**src/calc_settings.svh**
```systemverilog
`ifndef CALC_SETTINGS_SVH
`define CALC_SETTINGS_SVH

// ------------------------------
// evaluator sizing
// ------------------------------

// depth of the token window
`define TOKEN_SLOTS 20

// operand value or operator code
`define TOKEN_W 3

// arithmetic word, wraps on overflow
`define VALUE_W 32

`endif

```
**src/calc_pkg.sv**
```systemverilog
`include "calc_settings.svh"

package calc_pkg;

	// one token as it arrives
	// code is an operand 0..7 or an operator code
	typedef struct packed {
		logic                is_op;
		logic [`TOKEN_W-1:0] code;
	} token_t;

	// slot contents and final result
	typedef logic signed [`VALUE_W-1:0] value_t;

	// codes 5..7 are undefined and evaluate to zero
	typedef enum logic [2:0] {
		OP_ADD = 3'd0,
		OP_SUB = 3'd1,
		OP_MUL = 3'd2,
		OP_ABS = 3'd3,
		OP_AT  = 3'd4
	} op_e;

	typedef enum logic {
		MODE_PREFIX  = 1'b0,
		MODE_POSTFIX = 1'b1
	} mode_e;

	// per-slot action for one reduction cycle
	typedef enum logic [1:0] {
		PLAN_HOLD  = 2'd0,
		PLAN_CALC  = 2'd1,
		PLAN_SHIFT = 2'd2
	} plan_e;

	// one accepted input beat, mode only matters on the first one
	typedef struct packed {
		token_t tok;
		logic   last;
		mode_e  mode;
	} in_beat_t;

endpackage

```
**src/token_rx.sv**
```systemverilog
`timescale 1ns/1ns

module token_rx (
	input  logic               clk_2,
	input  logic               rst_n,
	input  logic               in_req,
	input  calc_pkg::in_beat_t in_beat,
	output logic               in_ack,
	input  logic               ready,
	output logic               beat_stb,
	output calc_pkg::in_beat_t beat
);

	typedef enum logic {
		RX_IDLE,
		RX_ACK
	} rx_state_e;

	rx_state_e state;
	logic      take;

	// new request while the evaluator can accept a token
	assign take = (state == RX_IDLE) && in_req && ready;

	// ------------------------------
	// four-phase acknowledge
	// ------------------------------
	always_ff @(posedge clk_2 or negedge rst_n) begin
		if (!rst_n) begin
			state    <= RX_IDLE;
			beat_stb <= 1'b0;
		end else begin
			beat_stb <= take;
			if (take) begin
				state <= RX_ACK;
			end else if (state == RX_ACK && !in_req) begin
				// source has released, return to zero
				state <= RX_IDLE;
			end
		end
	end

	// beat is stable while in_req is high
	always_ff @(posedge clk_2) begin
		if (take) begin
			beat <= in_beat;
		end
	end

	assign in_ack = (state == RX_ACK);

endmodule
```
**config.mk**
```make
export PLATFORM = sky130hd
export DESIGN_NAME = token_rx
export DESIGN_NICKNAME = d
export VERILOG_FILES = /design/src/calc_pkg.sv /design/src/token_rx.sv
export VERILOG_INCLUDE_DIRS = /design/src
export SDC_FILE = /design/constraint.sdc
export NUM_CORES = 1
export LEC_CHECK = 0
export ABC_AREA = 1
export BUFFER_PORTS_ARGS = -buffer_cell sky130_fd_sc_hd__buf_2
export CAP_MARGIN = 10
export CORE_AREA = 4 4 41 43
export CTS_CLUSTER_DIAMETER = 150
export DETAILED_ROUTE_END_ITERATION = 8
export DIE_AREA = 0 0 45 47
export MAX_ROUTING_LAYER = met4
export PLACE_DENSITY_LB_ADDON = 0.1
export SETUP_SLACK_MARGIN = 0.02
export SLEW_MARGIN = 25
export SYNTH_ARGS = -nofsm -noshare
export SYNTH_HDL_FRONTEND = slang
export SYNTH_SLANG_ARGS = --single-unit
```
**constraint.sdc**
```tcl
create_clock -name clk_2 -period 0.9 [get_ports clk_2]
set_input_delay 0.27 -clock clk_2 [delete_from_list [all_inputs] [get_ports clk_2]]
set_output_delay 0.27 -clock clk_2 [all_outputs]
set_load 0.01 [all_outputs]
```
==> flow_summary.json, run 1 <==
{
  "p_seq_share_pct": 53.1,
  "grt_pass1_wl_um": 717,
  "synth_area_leaders": "edfxtp_1 73%, dfrtp_1 20%, nand2_1 4.5%, nor2_2 2.5%",
  "regArea_um2": 230,
  "die-area_mm2": 0.00212,
  "via_per_inst": 3.49,
  "yosysMostFrequentCell": "edfxtp_1",
  "violations": "setup timing",
  "syn_nets": 22,
  "start_util_pct": 19.0,
  "syn_area_um2": 248,
  "sw_frac_of_total_pct": 21.1,
  "core_mm2": 0.00130,
  "num-fill-cells": 149,
  "rsz0062_at_grt": "yes",
  "finalMaxSlewViolations": 0,
  "io_buffers": 17,
  "track_usage_pct": 5.62,
  "yosysUniqueCellTypes": 4,
  "startpoint_type": "flip-flop",
  "period_share_pct": 114,
  "hpwlAfterDp_um": 385,
  "crit_family": "flip-flops",
  "combPwrFrac_pct": 9.2,
  "tritoncts": "done",
  "syn_inst": 12,
  "drc": 0,
  "p_sw_mw": 0.167,
  "synthSimpleGateAreaFrac_pct": 7.07,
  "ant_nets": 0,
  "synth.yosys.seq_area_share_pct": 92.9,
  "rows": 13,
  "reg2regPathDepth": 2,
  "crit_arrival_ns": 0.76,
  "clock_skew_ns": 0.00819,
  "postSynthAreaPerCell_um2": 20.6,
  "p_per_area_mw_per_mm2": 1940,
  "areaGrowthSynthToFinish_pct": 64.6,
  "p_leak_nw": 0.190,
  "root_buffer": "clkbuf_4",
  "vias": 178,
  "fmax_mhz": 973,
  "netlist_top_cells_count": "6 x edfxtp_1, 3 x nand2_1, 2 x dfrtp_1",
  "final.setup.tns_ns": -1.51,
  "die_h_um": 47,
  "io_pins": 18,
  "synth_adder_area_share_pct": 0,
  "hold_path_depth": 1,
  "cp.depth": 1,
  "grt_start_max_net_pins": 8,
  "hold_path_class": "in -> reg",
  "async_reset_ff_share_pct": 25.0,
  "cts_made_buffers": 3,
  "multi_input_area_um2": 22.5,
  "synth_compound_area_share_pct": 0,
  "synth_top_family_by_area": "simple AND/OR/NAND/NOR gates",
  "first_pass_iters": 1,
  "critPathKind": "reg -> out",
  "status": "complete, but fails checks",
  "layout-drive-gt1-share_pct": 63.9,
  "worstPathRequired_ns": 0.63,
  "vdd_drop_max_uv": 560,
  "path_max_fanout": 2,
  "fin_crit_ns": 1.03,
  "clk_latency_ns": 0.25,
  "setup_ws_ns": -0.127,
  "chipWidth_um": 45,
  "path_clk_slew_ns": 0.06,
  "clock_path_buffers": 2,
  "antenna_cells": 0,
  "post_drt_wl_per_cell_um": 9.73,
  "grt_pass1_vias": 178,
  "htreeDepth": 1,
  "cts_sinks": 8,
  "overflow": 0,
  "synth_top_area_share_pct": 72.7,
  "power.internal_mw": 0.625,
  "drt_iter0_drc": 0,
  "antenna_found_initial": 0,
  "maxSlewHeadroom_pct": 85.7,
  "synth_ff_type": "edfxtp_1",
  "routed_wl_um": 496,
  "ys_ff_latch": 8,
  "slowest_delay_ns": 0.37,
  "yosysTopAreaCell": "edfxtp_1",
  "synth-xor-area-share_pct": 0,
  "endpoint_kind": "primary output",
  "cp_slowest_cell": "dfrtp_1",
  "setup_viol": 14,
  "tightest_slew_ns": 0.213,
  "synth_mux_area_share_pct": 0,
  "max_cap_viol_count": 0,
  "fin_util_pct": 31.3,
  "path_cells": "buf_2",
  "synth_edf_count": 6,
  "nNetsFinal": 47,
  "hold_violations": 0,
  "clockPowerShare_pct": 37.7,
  "crit_buf_inv": 1,
  "yosys_warnings": 0,
  "gp_congestion": 0.562,
  "post_cts_resized": 0
}
==> metal layers <==
metal	wire (um)	vias to the layer above	track usage [%]
met5	0	-	-
met1	164	80	5.18
met4	0	0	7.02
met2	282	8	7.06
met3	49	0	3.45
li1	-	90	-
==> worst paths after layout <==
kind	startpoint	to	slack (ns)
setup / recovery	in_ack	in_ack	-0.13
hold / removal	in_beat[2]	beat[2]	0.19
setup reg to reg	in_ack	beat[5]	-0.11
hold reg to reg	in_ack	in_ack	0.59
max in group asynchronous	rst_n	beat_stb	0.47
min in group asynchronous	rst_n	beat_stb	0.34
==> registers in the layout, indices dropped and copies added, names as in the netlist <==
register	cells
beat	6
beat_stb	1
in_ack	1
==> cells by family after synthesis <==
| kind of cell | after synthesis |
|---|---|
| flops | 8 |
| simple gates | 4 |
==> stage by stage <==
step | area (um^2) | std cells | power, mW | hold WS (ns) | setup WS (ns)
2_1_floorplan | 253 | 12 | 0.452 | -0.0256 | -0.00471
3_3_place_gp | 357 | 44 | 0.488 | 0.0544 | -0.0813
3_5_place_dp | 357 | 44 | 0.490 | 0.0583 | -0.0890
4_1_cts | 400 | 50 | 0.802 | 0.176 | -0.139
5_1_grt | 408 | 51 | 0.832 | 0.165 | -0.168
6_report | 408 | 51 | 0.791 | 0.185 | -0.127
==> area by class of cell <==
| type | instances | share of cell area [%] |
|---|---|---|
| Timing Repair Buffer | 20 | 27.0 |
| Sequential cell | 8 | 56.4 |
| Tap cell | 15 | 4.60 |
| Clock buffer | 4 | 6.44 |
| Multi-Input combinational cell | 4 | 5.52 |
==> power groups by stage <==
stage               logic (mW)  clock network, mW  registers (mW)
floorplan               0.0113                  0           0.441
global placement        0.0570                  0           0.431
detailed placement      0.0585                  0           0.431
CTS                     0.0709              0.310           0.421
global route            0.0794              0.331           0.422
finish                  0.0726              0.298           0.421
==> cells in the final DEF (no fill, tap or decap) <==
cell           instances
buf_2                 17
buf_4                  2
clkbuf_1               1
clkbuf_4               3
dfrtp_1                2
dlygate4sd3_1          1
edfxtp_1               6
nand2_1                3
nor2_4                 1
==> what timing repair did <==
| item | 4_1_cts | 5_1_grt |
|---|---|---|
| endpoints found under the hold margin | 2 | 0 |
| hold buffers | 1 | 0 |
| setup buffers | 1 | 1 |
| pin swaps | 0 | 0 |
| setup endpoints to repair | 14 | 14 |
Power figures use the tool's default switching activity.
==> inputs of run 2 (changes only) <==
--- a/config.mk
+++ b/config.mk
@@ -6,7 +6,6 @@
 export SDC_FILE = /design/constraint.sdc
 export NUM_CORES = 1
 export LEC_CHECK = 0
-export ABC_AREA = 1
 export BUFFER_PORTS_ARGS = -buffer_cell sky130_fd_sc_hd__buf_2
 export CAP_MARGIN = 10
 export CORE_AREA = 4 4 41 43
==> flow_summary.json, run 2 <==
{
  "tightest_slew_ns": 0.159,
  "clock_skew_ns": 0.00726,
  "placed_area_um2": 367,
  "drt_iter0_drc": 1,
  "largest_reg_flops": 6,
  "track_usage_pct": 6.46,
  "p_leak_nw": 0.201,
  "slowest_delay_ns": 0.39,
  "path_cells": "buf_6, buf_6",
  "yosysMostFrequentCell": "edfxtp_1",
  "die_h_um": 47,
  "yosys_warnings": 0,
  "max_cap_viol_count": 0,
  "grt_pass1_vias": 183,
  "hold_violations": 0,
  "yosysTopAreaCell": "edfxtp_1",
  "core_mm2": 0.00130,
  "clk_latency_ns": 0.25,
  "clock_path_buffers": 2,
  "total_power_mw": 0.794,
  "path_common_cell": "buf_6",
  "path_clk_slew_ns": 0.06,
  "use_met1_pct": 9.26,
  "synth_area_leaders": "edfxtp_1 73%, dfrtp_1 20%, and3b_1 3.6%, o21a_1 3.0%",
  "worstPathRequired_ns": 0.63,
  "die-area_mm2": 0.00212,
  "vdd_drop_max_uv": 507,
  "fin_util_pct": 33.2,
  "routed_wl_um": 593,
  "ys_ff_latch": 8,
  "start_util_pct": 18.9,
  "rsz0062_at_grt": "yes",
  "via_per_inst": 3.55,
  "grt_util_met2_pct": 6.50,
  "htreeDepth": 1,
  "fin_cells": 51,
  "final.setup.tns_ns": -1.85,
  "chipWidth_um": 45,
  "crit_arrival_ns": 0.87,
  "fmax_mhz": 879,
  "io_pins": 18,
  "post_drt_wl_per_cell_um": 11.6,
  "critPathKind": "reg -> out",
  "yosysUniqueCellTypes": 4,
  "grt_pass1_wl_um": 841,
  "postLayoutCellArea_um2": 432,
  "syn_nets": 20,
  "antenna_found_initial": 0,
  "tritoncts": "done",
  "first_pass_iters": 2,
  "fin_crit_ns": 1.14,
  "violations": "setup timing",
  "synth_edf_count": 6,
  "ant_nets": 0,
  "root_buffer": "clkbuf_4",
  "p_per_area_mw_per_mm2": 1840,
  "grt_start_max_net_pins": 8,
  "synth_top_area_share_pct": 73.1,
  "finalMaxSlewViolations": 0,
  "synth_ff_type": "edfxtp_1",
  "path_max_fanout": 2,
  "period_share_pct": 126,
  "gp_congestion": 0.683,
  "nNetsFinal": 47,
  "grt-busiest-layer": "met1",
  "cts_made_buffers": 3,
  "status": "complete, but fails checks",
  "synth.yosys.seq_area_share_pct": 93.4,
  "syn_area_um2": 246,
  "cts_sinks": 8,
  "startpoint_type": "flip-flop",
  "async_reset_ff_share_pct": 25.0,
  "hold_path_class": "in -> reg",
  "netlist_top_cells_count": "6 x edfxtp_1, 2 x dfrtp_1, 1 x and3b_1, 1 x o21a_1",
  "vias": 181,
  "io_buffers": 17,
  "crit_family": "flip-flops",
  "crit_buf_inv": 2,
  "layout-drive-gt1-share_pct": 69.4,
  "place_inst": 44,
  "postSynthAreaPerCell_um2": 24.6,
  "areaGrowthSynthToFinish_pct": 75.1,
  "overflow": 0,
  "setup_viol": 15,
  "endpoint_kind": "primary output",
  "use_met3_pct": 2.68,
  "cp_slowest_cell": "dfrtp_1",
  "antenna_cells": 0,
  "final_common_cell": "buf_2",
  "top_register": "beat",
  "drc": 0,
  "rows": 13,
  "syn_inst": 10,
  "maxSlewHeadroom_pct": 89.4,
  "setup_ws_ns": -0.238,
  "num-fill-cells": 140,
  "layout_common_cells": "16 x buf_2, 6 x edfxtp_1, 3 x clkbuf_4, 3 x buf_6"
}
==> run 2: cell types whose count changed in the layout (fill, tap and decap cells not counted) <==
cell,previous run,this run
and3b_2,0,1
buf_2,17,16
buf_6,0,3
nand2_1,3,0
nor2_4,1,0
o21a_1,0,1
==> run 2: layer usage <==
metal  vias up  share of wire, %
met5         -                 0
met4         0                 0
met3         0                20
met2        17                33
met1        74                46
li1         90                 -
==> run 2: logic make-up (layout without fill, tap and decap cells) <==
| kind of cell | Yosys count | in the layout | share of synthesized area (%) |
|---|---|---|---|
| simple gates | 1 | 1 | 3.55 |
| flops | 8 | 8 | 93.4 |
| buf+inv | 0 | 26 | 0 |
| compound gates | 1 | 1 | 3.05 |
==> run 2: stage by stage <==
| step | setup slack (ns) | hold slack, ns |
|---|---|---|
| after floorplan | -0.115 | -0.0256 |
| after global placement | -0.0710 | 0.0628 |
| after detailed placement | -0.0940 | 0.0593 |
| after CTS | -0.234 | 0.183 |
| after global routing | -0.263 | 0.176 |
| final | -0.238 | 0.189 |
==> run 2: path summary, 6_finish.rpt <==
path	slack [ns]	startpoint	depth (start not counted)	to
max reg2reg	-0.12	in_ack	1	beat[1]
min in group asynchronous	0.35	rst_n	2	in_ack
min reg2reg	0.70	in_ack	1	beat_stb
max	-0.24	in_ack	2	in_ack
max in group asynchronous	0.45	rst_n	2	beat_stb
min	0.19	in_beat[0]	1	beat[0]
==> run 2: power breakdown <==
part           total, mW  internal [mW]  switching [mW]
combinational     0.0838         0.0508          0.0330
clock              0.289          0.169           0.120
sequential         0.421          0.416         0.00494
total              0.794          0.636           0.158
==> run 2: layout make-up <==
class | instances | area (um^2) | area share (%)
clock buffers | 4 | 26.3 | 6.09
repair buffers | 22 | 139 | 32.2
flip-flops and latches | 8 | 230 | 53.3
multi-input cells | 2 | 17.5 | 4.06
well taps | 15 | 18.8 | 4.35
==> run 2: what timing repair did <==
action | CTS | global route
endpoints found under the hold margin | 2 | 0
buffers inserted | 1 | 1
endpoints found under the setup margin | 14 | 15
hold buffers | 1 | 0
pin swaps | 1 | 1
gates resized for setup | 2 | 1
