**src/calc_settings.svh**
```systemverilog
`ifndef CALC_SETTINGS_SVH
`define CALC_SETTINGS_SVH

// ------------------------------
// evaluator sizing
// ------------------------------

// depth of the token window
`define TOKEN_SLOTS 20

// operand value or operator code
`define TOKEN_W 3

// arithmetic word, wraps on overflow
`define VALUE_W 32

`endif

```
**src/calc_pkg.sv**
```systemverilog
`include "calc_settings.svh"

package calc_pkg;

	// one token as it arrives
	// code is an operand 0..7 or an operator code
	typedef struct packed {
		logic                is_op;
		logic [`TOKEN_W-1:0] code;
	} token_t;

	// slot contents and final result
	typedef logic signed [`VALUE_W-1:0] value_t;

	// codes 5..7 are undefined and evaluate to zero
	typedef enum logic [2:0] {
		OP_ADD = 3'd0,
		OP_SUB = 3'd1,
		OP_MUL = 3'd2,
		OP_ABS = 3'd3,
		OP_AT  = 3'd4
	} op_e;

	typedef enum logic {
		MODE_PREFIX  = 1'b0,
		MODE_POSTFIX = 1'b1
	} mode_e;

	// per-slot action for one reduction cycle
	typedef enum logic [1:0] {
		PLAN_HOLD  = 2'd0,
		PLAN_CALC  = 2'd1,
		PLAN_SHIFT = 2'd2
	} plan_e;

	// one accepted input beat, mode only matters on the first one
	typedef struct packed {
		token_t tok;
		logic   last;
		mode_e  mode;
	} in_beat_t;

endpackage

```
**src/result_tx.sv**
```systemverilog
`timescale 1ns/1ns

module result_tx (
	input  logic             clk_2,
	input  logic             rst_n,
	input  logic             done_stb,
	input  calc_pkg::value_t result,
	output logic             busy,
	output logic             out_req,
	output calc_pkg::value_t out_value,
	input  logic             out_ack
);

	typedef enum logic [1:0] {
		TX_IDLE,
		TX_REQ,
		TX_RELEASE
	} tx_state_e;

	tx_state_e state;

	// ------------------------------
	// four-phase request
	// ------------------------------
	always_ff @(posedge clk_2 or negedge rst_n) begin
		if (!rst_n) begin
			state <= TX_IDLE;
		end else begin
			case (state)
				TX_IDLE: begin
					if (done_stb) begin
						state <= TX_REQ;
					end
				end
				TX_REQ: begin
					// consumer has taken the value
					if (out_ack) begin
						state <= TX_RELEASE;
					end
				end
				TX_RELEASE: begin
					if (!out_ack) begin
						state <= TX_IDLE;
					end
				end
				default: begin
					state <= TX_IDLE;
				end
			endcase
		end
	end

	// held until the next expression completes
	always_ff @(posedge clk_2) begin
		if (done_stb) begin
			out_value <= result;
		end
	end

	assign out_req = (state == TX_REQ);
	assign busy    = (state != TX_IDLE);

endmodule

```
**config.mk**
```make
export PLATFORM = sky130hd
export DESIGN_NAME = result_tx
export DESIGN_NICKNAME = d
export VERILOG_FILES = /design/src/calc_pkg.sv /design/src/result_tx.sv
export VERILOG_INCLUDE_DIRS = /design/src
export SDC_FILE = /design/constraint.sdc
export NUM_CORES = 1
export LEC_CHECK = 0
export BUFFER_PORTS_ARGS = -buffer_cell sky130_fd_sc_hd__buf_2
export CAP_MARGIN = 20
export CORE_MARGIN = 2
export CORE_UTILIZATION = 40
export DETAILED_ROUTE_END_ITERATION = 7
export PLACE_DENSITY = 0.89
export SLEW_MARGIN = 5
export SYNTH_ARGS = -nofsm -noshare
export SYNTH_HDL_FRONTEND = slang
export SYNTH_SLANG_ARGS = --single-unit
```
**constraint.sdc**
```tcl
create_clock -name clk_2 -period 1 [get_ports clk_2]
set_input_delay 0.05 -clock clk_2 [delete_from_list [all_inputs] [get_ports clk_2]]
set_output_delay 0.05 -clock clk_2 [all_outputs]
set_load 0.02 [all_outputs]
```
==> impl_metrics.csv, run 1 <==
group,metric,value,unit
drt,wl_per_cell,14.9,microns
sta,slew_violations,0,
pwr,p_leak,0.000840,uW
final_layout,multi_input_area,46.3,sq um
worst_setup_path,startpoint,"state[0]",
global_routing,grt-ovfl-total,0,
final_layout,drive_gt1_share,51.9,%
run_status,outcome,"finished with violations",
clocking,cts_buffers,5,
drt,drtAntennaViolNets,0,
sta,worst_pin_slew,0.178,ns
global_routing,grt_first_pass_wirelength,4.31,mm
yosys,ys_seq_elements,34,
die,start_util,42.3,%
job,cap_violations,0,
place,portBuffers,69,
worst_setup_path,crit_path_max_fanout,3,
drt,first_pass_iters,4,
clocking,numClockSinks,34,
worst_setup_path,reg2reg_from,"state[1]",
yosys,yosysUniqueCellTypes,8,
run_status,violations,"setup timing",
sta,final-setup-viol-count,2,
drt,wl,2.78,mm
place,dp.cells,142,
yosys,syn_nets,77,
pwr,power,3270,uW
final_layout,fin_util,76.6,%
clocking,clock_path_buffers,2,
die,io-pin-count,70,
worst_setup_path,critPathRequiredTime,0.95,ns
final_layout,layout_common_cells,"buf_2, dlygate4sd3_1, edfxtp_1",
yosys,seq_area_frac_synth,95.6,%
global_routing,grt_pass1_vias,889,
final_layout,regArea,0.00101,sq mm
drt,drt_iter0_drc,11,
clocking,cts_tree,"built",
worst_setup_path,cp.arrival,1.10,ns
clocking,htree_levels,2,
die,die_h,55.4,microns
place,gp_congestion,0.687,
die,rows,18,
final_layout,layout_commonest_cell,"buf_2",
yosys,syn_area_per_cell,25.8,sq um
die,die_area,0.00307,sq mm
sta,setup_ws,-0.153,ns
pwr,ir_drop,1310,uV
final_layout,syn2layout_area_growth,81.1,%
drt,viasPerCell,4.42,
drt,vias,823,
final_layout,layout.nets,191,
worst_hold_path,hp-class,"in -> async",
clocking,clk_latency,0.32,ns
yosys,yosys_warnings,0,
worst_setup_path,worst-r2r-setup-slack,0.06,ns
final_layout,finalNonFillerCells,186,
worst_setup_path,worstSetupStartpointType,"flip-flop",
worst_setup_path,r2r_cells,3,
yosys,synthesis.instances,41,
sta,min_period,1.15,ns
final_layout,diodes,0,
sta,rsz0062_at_grt,"true",
clocking,cts-root-buf,"clkbuf_4",
sta,fmax,0.867,GHz
yosys,synth_area,0.00106,sq mm
final_layout,n_fill_cell,144,
worst_setup_path,critPathCaptureType,"primary output",
global_routing,grtUsageTotal,19.7,%
worst_setup_path,reg2reg_to,"state[1]",
drt,drc_errors,0,
worst_setup_path,endpoint,"busy",
sta,hold_ws,0.0540,ns
global_routing,grt_max_degree,20,
clocking,clk_pin_slew,0.10,ns
sta,fin_skew,0.00257,ns
worst_setup_path,crit_type,"reg -> out",
die,core_area,0.00250,sq mm
global_routing,antenna_found_initial,0,
die,fp.dieW,55.4,microns
sta,fin_crit_sh,115,%
pwr,p_per_area,1710,mW/mm^2
sta,slew_headroom,88.1,%
sta,finalHoldViolCount,0,
==> routing by layer <==
metal | part of all wire (%) | wire (microns) | GRT usage (%) | vias up
met1 | 33 | 909 | 18.5 | 373
met5 | 0 | 0 | 0 | -
li1 | - | - | - | 386
met2 | 53 | 1480 | 34.5 | 60
met3 | 13 | 365 | 11.9 | 4
met4 | 1.0 | 29 | 7.32 | 0
==> synthesized netlist by cell type (all sizes together) <==
cell type,number,area (sq um)
nand2b,2,12.5
or2,1,6.26
o21a,1,7.51
dfrtp,2,50.1
edfxtp,32,961
nor2b,2,15.0
a21oi,1,5.00
==> through the flow <==
stage                     instance area [sq um]  setup slack [ns]  TNS [ns]
after floorplan                            1060             0.125         0
after global placement                     1470             0.174         0
after detailed placement                   1470             0.145         0
after CTS                                  1900            -0.164    -0.252
after global routing                       1910            -0.203    -0.339
final                                      1910            -0.153    -0.223
==> repair_timing <==
| item | in CTS | in global routing |
|---|---|---|
| endpoints found under the hold margin | 36 | 0 |
| pin swaps | 1 | 0 |
| setup buffers | 2 | 0 |
| resized for setup | 4 | 6 |
| hold buffers | 34 | 0 |
| gates cloned | 0 | 0 |
| endpoints found under the setup margin | 2 | 5 |
==> registers in the layout (all words and copies together) (netlist names) <==
| name | count |
|---|---|
| out_value | 32 |
| state | 2 |
==> cells by family (layout without fill, tap and decap cells) <==
family / after synthesis / in the layout / synth area share, %
DFF: 34 / 34 / 95.6
buffers and inverters: 0 / 115 / 0
AOI/OAI and AO/OA: 2 / 2 / 1.18
and+or+nand+nor: 5 / 5 / 3.20
==> area by class of cell <==
cell class | instances | area share, %
Clock buffer | 7 | 2.88
Timing Repair Buffer | 107 | 39.7
Clock inverter | 1 | 0.261
Sequential cell | 34 | 52.8
Multi-Input combinational cell | 7 | 2.42
Tap cell | 30 | 1.96
==> power by group <==
| group | switching (uW) | internal, uW |
|---|---|---|
| registers | 50.5 | 1700 |
| clock network | 406 | 341 |
| logic | 378 | 394 |
==> critical path: stages (launching register included) <==
cell and delay (ns):
dfrtp_1 0.40, or2_1 0.25, buf_6 0.14
==> worst min path at each step <==
stage | startpoint | end | cells after the start | slack, ns
after global routing | rst_n | state[0] | 2 | 0.04
after global placement | rst_n | state[0] | 1 | -0.17
after detailed placement | rst_n | state[1] | 1 | -0.16
after floorplan | rst_n | state[0] | 0 | -0.25
final | rst_n | state[0] | 2 | 0.05
after CTS | rst_n | state[1] | 2 | 0.01
No activity file was read; power rests on OpenSTA's default activity.
==> run 2: changes to the inputs <==
--- a/config.mk
+++ b/config.mk
@@ -8,7 +8,7 @@
 export LEC_CHECK = 0
 export BUFFER_PORTS_ARGS = -buffer_cell sky130_fd_sc_hd__buf_2
 export CAP_MARGIN = 20
-export CORE_MARGIN = 2
+export CORE_MARGIN = 1
 export CORE_UTILIZATION = 40
 export DETAILED_ROUTE_END_ITERATION = 7
 export PLACE_DENSITY = 0.89
==> impl_metrics.csv, run 2 (synthesis gave the netlist of run 1 again) <==
group,metric,value,unit
sta,fin_crit_sh,114,%
pwr,p_per_area,1670,mW/mm^2
worst_hold_path,hp-class,"in -> async",
sta,finalHoldViolCount,0,
drt,vias,856,
global_routing,grtUsageTotal,22.3,%
sta,final-setup-viol-count,2,
die,die_h,53.4,microns
final_layout,layout_commonest_cell,"buf_2",
drt,drc_errors,0,
pwr,ir_drop,1110,uV
pwr,p_leak,0.000831,uW
worst_setup_path,cp.arrival,1.09,ns
final_layout,reg_top3,"out_value: 32 flops, state: 2 flops",
final_layout,top_register,"out_value",
worst_setup_path,worst-r2r-setup-slack,0.06,ns
clocking,htree_levels,2,
sta,slew_violations,0,
die,fp.dieW,53.4,microns
die,rows,18,
clocking,clk_latency,0.30,ns
final_layout,largest_register_ffs,32,
final_layout,finalNonFillerCells,186,
place,dp.cells,142,
drt,wl_per_cell,16.0,microns
clocking,cts_buffers,5,
sta,rsz0062_at_grt,"true",
clocking,numClockSinks,34,
run_status,outcome,"finished with violations",
drt,viasPerCell,4.60,
run_status,violations,"setup timing",
place,gp_congestion,0.633,
sta,slew_headroom,86.7,%
sta,fin_tns_setup,-0.186,ns
worst_setup_path,r2r_cells,3,
drt,drt_iter0_drc,7,
place,pre_cts_ws,0.144,ns
sta,fin_skew,0.00000266,ns
global_routing,grt_first_pass_wirelength,4.03,mm
worst_setup_path,critPathRequiredTime,0.95,ns
worst_setup_path,critPathCaptureType,"primary output",
global_routing,grt_max_degree,19,
sta,worst_pin_slew,0.200,ns
worst_setup_path,startpoint,"state[1]",
global_routing,grt_pass1_vias,828,
worst_setup_path,reg2reg_from,"state[1]",
die,start_util,42.7,%
sta,setup_ws,-0.140,ns
worst_setup_path,crit_type,"reg -> out",
worst_setup_path,reg2reg_to,"state[1]",
place,placed_area,0.00148,sq mm
drt,drtAntennaViolNets,0,
global_routing,antenna_found_initial,0,
final_layout,layout_common_cells,"buf_2, dlygate4sd3_1, edfxtp_1",
sta,fmax,0.877,GHz
die,core_area,0.00248,sq mm
die,io-pin-count,70,
die,die_area,0.00285,sq mm
worst_setup_path,endpoint,"busy",
clocking,clk_pin_slew,0.09,ns
clocking,clock_path_buffers,2,
final_layout,fin_util,76.6,%
clocking,cts-root-buf,"clkbuf_4",
worst_setup_path,worstSetupStartpointType,"flip-flop",
final_layout,diodes,0,
clocking,cts_tree,"built",
final_layout,layout.nets,191,
drt,wl,2.98,mm
final_layout,final_cell_area,0.00190,sq mm
job,cap_violations,0,
worst_setup_path,crit_path_max_fanout,3,
drt,first_pass_iters,3,
global_routing,grt-ovfl-total,0,
sta,min_period,1.14,ns
final_layout,syn2layout_area_growth,79.4,%
place,portBuffers,69,
final_layout,drive_gt1_share,50.6,%
[run 2: cell types whose count changed in the layout (fill, tap and decap cells not counted)]
cell	previous run	this run
buf_12	1	2
buf_2	64	67
buf_4	3	2
buf_6	5	2
clkbuf_1	1	0
clkbuf_8	1	0
clkinv_1	0	3
clkinv_2	1	0
[run 2: metal layers]
| layer | global-route usage, % | routed length [microns] | vias to the layer above |
|---|---|---|---|
| met2 | 38.5 | 1520 | 57 |
| met3 | 8.33 | 290 | 10 |
| li1 | - | - | 388 |
| met1 | 23.0 | 1080 | 401 |
| met5 | 0 | 0 | - |
| met4 | 12.3 | 91 | 0 |
[run 2: critical path, stage by stage, from the launching register on]
cell and delay, ns:
dfrtp_1 0.41, or2_1 0.24, buf_6 0.14
[run 2: area by class of cell]
| type | count | area (sq um) |
|---|---|---|
| Sequential cell | 34 | 1010 |
| Timing Repair Buffer | 107 | 753 |
| Fill cell | 155 | 581 |
| Multi-Input combinational cell | 7 | 46.3 |
| Clock buffer | 5 | 37.5 |
| Tap cell | 30 | 37.5 |
| Clock inverter | 3 | 11.3 |
[run 2: power breakdown]
| group | switching [uW] | internal (uW) | total (uW) |
|---|---|---|---|
| Sequential | 54.5 | 1700 | 1760 |
| Combinational | 384 | 388 | 772 |
| Clock | 393 | 250 | 643 |
[run 2: per-stage QoR]
step | total power (uW) | hold WS, ns
after CTS | 3180 | 0.0278
after global routing | 3330 | 0.0624
after global placement | 2300 | -0.166
after floorplan | 2070 | -0.246
final | 3170 | 0.0833
after detailed placement | 2330 | -0.160
[run 2: worst min path at each step]
stage	startpoint	endpoint	slack [ns]	cells past startpoint
6_report	rst_n	state[0]	0.08	2
5_1_grt	rst_n	state[0]	0.06	2
4_1_cts	rst_n	state[0]	0.03	2
3_5_place_dp	rst_n	state[0]	-0.16	1
3_3_place_gp	rst_n	state[0]	-0.17	1
2_1_floorplan	rst_n	state[0]	-0.25	0
[run 2: timing repair]
item                                   CTS  global route
buffers inserted                         2             0
resized for setup                        4             0
pin swaps                                1             0
setup endpoints to repair                2             2
endpoints found under the hold margin   36             0
hold buffers                            34             0
==> run 3: changes to the inputs <==
--- a/config.mk
+++ b/config.mk
@@ -6,6 +6,7 @@
 export SDC_FILE = /design/constraint.sdc
 export NUM_CORES = 1
 export LEC_CHECK = 0
+export ABC_AREA = 1
 export BUFFER_PORTS_ARGS = -buffer_cell sky130_fd_sc_hd__buf_2
 export CAP_MARGIN = 20
 export CORE_MARGIN = 1
==> impl_metrics.csv, run 3 <==
group,metric,value,unit
sta,fmax,0.855,GHz
die,start_util,42.5,%
die,rows,18,
sta,worst_pin_slew,0.198,ns
pwr,p_per_area,1770,mW/mm^2
worst_setup_path,critical_path.top_delay_family,"flip-flops",
drt,drt_iter0_drc,13,
worst_setup_path,critPathCaptureType,"primary output",
final_layout,reg_top3,"out_value: 32 flops, state: 2 flops",
yosys,ys.flop_type,"edfxtp_1",
die,die_h,53.5,microns
worst_setup_path,cp.arrival,1.12,ns
global_routing,grt_max_degree,34,
clocking,htree_levels,2,
final_layout,syn2layout_area_growth,79.0,%
worst_hold_path,hp-class,"in -> async",
yosys,yosys.area.top_type,"edfxtp_1",
global_routing,grt_pass1_vias,869,
drt,wl,2.77,mm
pwr,ir_drop,1520,uV
final_layout,layout_commonest_cell,"buf_2",
global_routing,antenna_found_initial,0,
sta,final-setup-viol-count,2,
clocking,numClockSinks,34,
yosys,synth-async-reset-ratio,5.88,%
worst_setup_path,path_buf_inv,2,
die,core_area,0.00250,sq mm
yosys,ys_seq_elements,34,
final_layout,layout_common_cells,"buf_2, dlygate4sd3_1, edfxtp_1",
pwr,p_leak,0.000846,uW
yosys,synth_edf_count,32,
sta,setup_ws,-0.169,ns
clocking,clock_path_buffers,2,
worst_setup_path,worst-r2r-setup-slack,0.15,ns
yosys,syn_nets,82,
final_layout,top_register,"out_value",
sta,slew_headroom,86.8,%
worst_setup_path,crit_chain,"nor2_2 > inv_1 > buf_6",
yosys,synthesis.instances,46,
worst_setup_path,reg2reg_from,"state[0]",
sta,fin_crit_sh,117,%
worst_setup_path,r2r_cells,3,
worst_setup_path,worstSetupStartpointType,"flip-flop",
run_status,outcome,"finished with violations",
yosys,ys_top_cells_by_count,"edfxtp_1, inv_1, nand2_1, nand3_1, dfrtp_1",
worst_setup_path,cp_slowest_cell,"dfrtp_1",
yosys,ys_top_cells_by_area,"edfxtp_1, dfrtp_1, nand3_1",
die,io-pin-count,70,
yosys,synth.most_common_cell,"edfxtp_1",
clocking,cts_buffers,5,
job,cap_violations,0,
worst_setup_path,crit_path_max_fanout,4,
final_layout,largest_register_ffs,32,
sta,fin_skew,0.00000588,ns
global_routing,grt_first_pass_wirelength,3.88,mm
final_layout,layout.nets,194,
worst_setup_path,cpPeakStageDelay,0.45,ns
drt,viasPerCell,4.55,
global_routing,grt-ovfl-total,0,
drt,wl_per_cell,14.6,microns
yosys,yosysUniqueCellTypes,7,
place,portBuffers,69,
final_layout,finalNonFillerCells,189,
place,dp.cells,146,
drt,vias,860,
worst_setup_path,critPathRequiredTime,0.95,ns
final_layout,drive_gt1_share,50.3,%
yosys,seq_area_frac_synth,95.2,%
worst_setup_path,reg2reg_to,"state[1]",
yosys,syn_area_per_cell,23.1,sq um
yosys,yosys_warnings,0,
drt,drtAntennaViolNets,0,
clocking,clk_latency,0.33,ns
run_status,violations,"setup timing",
die,fp.dieW,53.5,microns
sta,min_period,1.17,ns
sta,fin_tns_setup,-0.320,ns
sta,rsz0062_at_grt,"true",
clocking,cts-root-buf,"clkbuf_4",
yosys,synth_top_area_share,90.5,%
clocking,clk_pin_slew,0.10,ns
drt,first_pass_iters,4,
yosys,synth_area,0.00106,sq mm
global_routing,grtUsageTotal,21.1,%
clocking,cts_tree,"built",
sta,slew_violations,0,
place,hpwl,1.51,mm
drt,drc_errors,0,
die,die_area,0.00287,sq mm
sta,finalHoldViolCount,0,
final_layout,diodes,0,
place,gp_congestion,0.673,
worst_setup_path,crit_type,"reg -> out",
## run 3: cell families (layout without fill, tap and decap cells)
| family | after synthesis | after routing | share of synthesized area, % |
|---|---|---|---|
| buffers and inverters | 4 | 117 | 1.41 |
| DFF | 34 | 34 | 95.2 |
| and+or+nand+nor | 8 | 8 | 3.42 |
## run 3: routing by layer
metal  global-route usage (%)  up-vias  share of wire (%)
met5                        0        -                  0
li1                         -      396                  -
met2                     35.6       63                 47
met3                     9.89        8                 11
met1                     22.9      393                 39
met4                     8.33        0                2.5
## run 3: per-stage QoR
stage               setup WS, ns  util (%)  hold WS (ns)  total power, uW  cell area, sq um
floorplan                  0.236         -        -0.246             2100              1060
global placement           0.252      58.6        -0.166             2330              1470
detailed placement         0.233      58.6        -0.162             2360              1470
CTS                      -0.0987      75.2        0.0190             3300              1880
global route              -0.214      76.1        0.0664             3510              1900
finish                    -0.169      76.1        0.0694             3370              1900
## run 3: worst max-delay path by stage
stage          slack [ns]      from       to  cells past startpoint
2_1_floorplan        0.24  state[0]  out_req                      2
3_3_place_gp         0.25  state[1]     busy                      3
3_5_place_dp         0.23  state[1]     busy                      3
4_1_cts              -0.1  state[0]     busy                      3
5_1_grt             -0.21  state[1]     busy                      3
6_report            -0.17  state[1]     busy                      3
## run 3: power by group
| part | internal, uW | leakage (uW) | switching, uW | total (uW) |
|---|---|---|---|---|
| combinational | 367 | 0.000474 | 430 | 797 |
| sequential | 1710 | 0.000339 | 85.7 | 1790 |
| clock | 347 | 0.0000326 | 430 | 776 |
## run 3: final cells by class
| class | instances | area [sq um] |
|---|---|---|
| inverter | 4 | 15.0 |
| timing repair buffer | 105 | 741 |
| fill | 141 | 598 |
| sequential | 34 | 1010 |
| multi-input combinational | 8 | 38.8 |
| clock buffer | 8 | 58.8 |
| tap | 30 | 37.5 |
## run 3: repair_timing
action | CTS | global route
cloned | 0 | 0
setup endpoints to repair | 2 | 5
buffers inserted | 1 | 0
hold buffers | 34 | 0
resized for setup | 3 | 8
endpoints found under the hold margin | 35 | 0
pin swaps | 1 | 2
## run 3: worst reg2reg max path, cell delays in order (launching register included)
cell,delay [ns]
dfrtp_1,0.44
buf_4,0.16
nand3_1,0.08
nand2_1,0.06
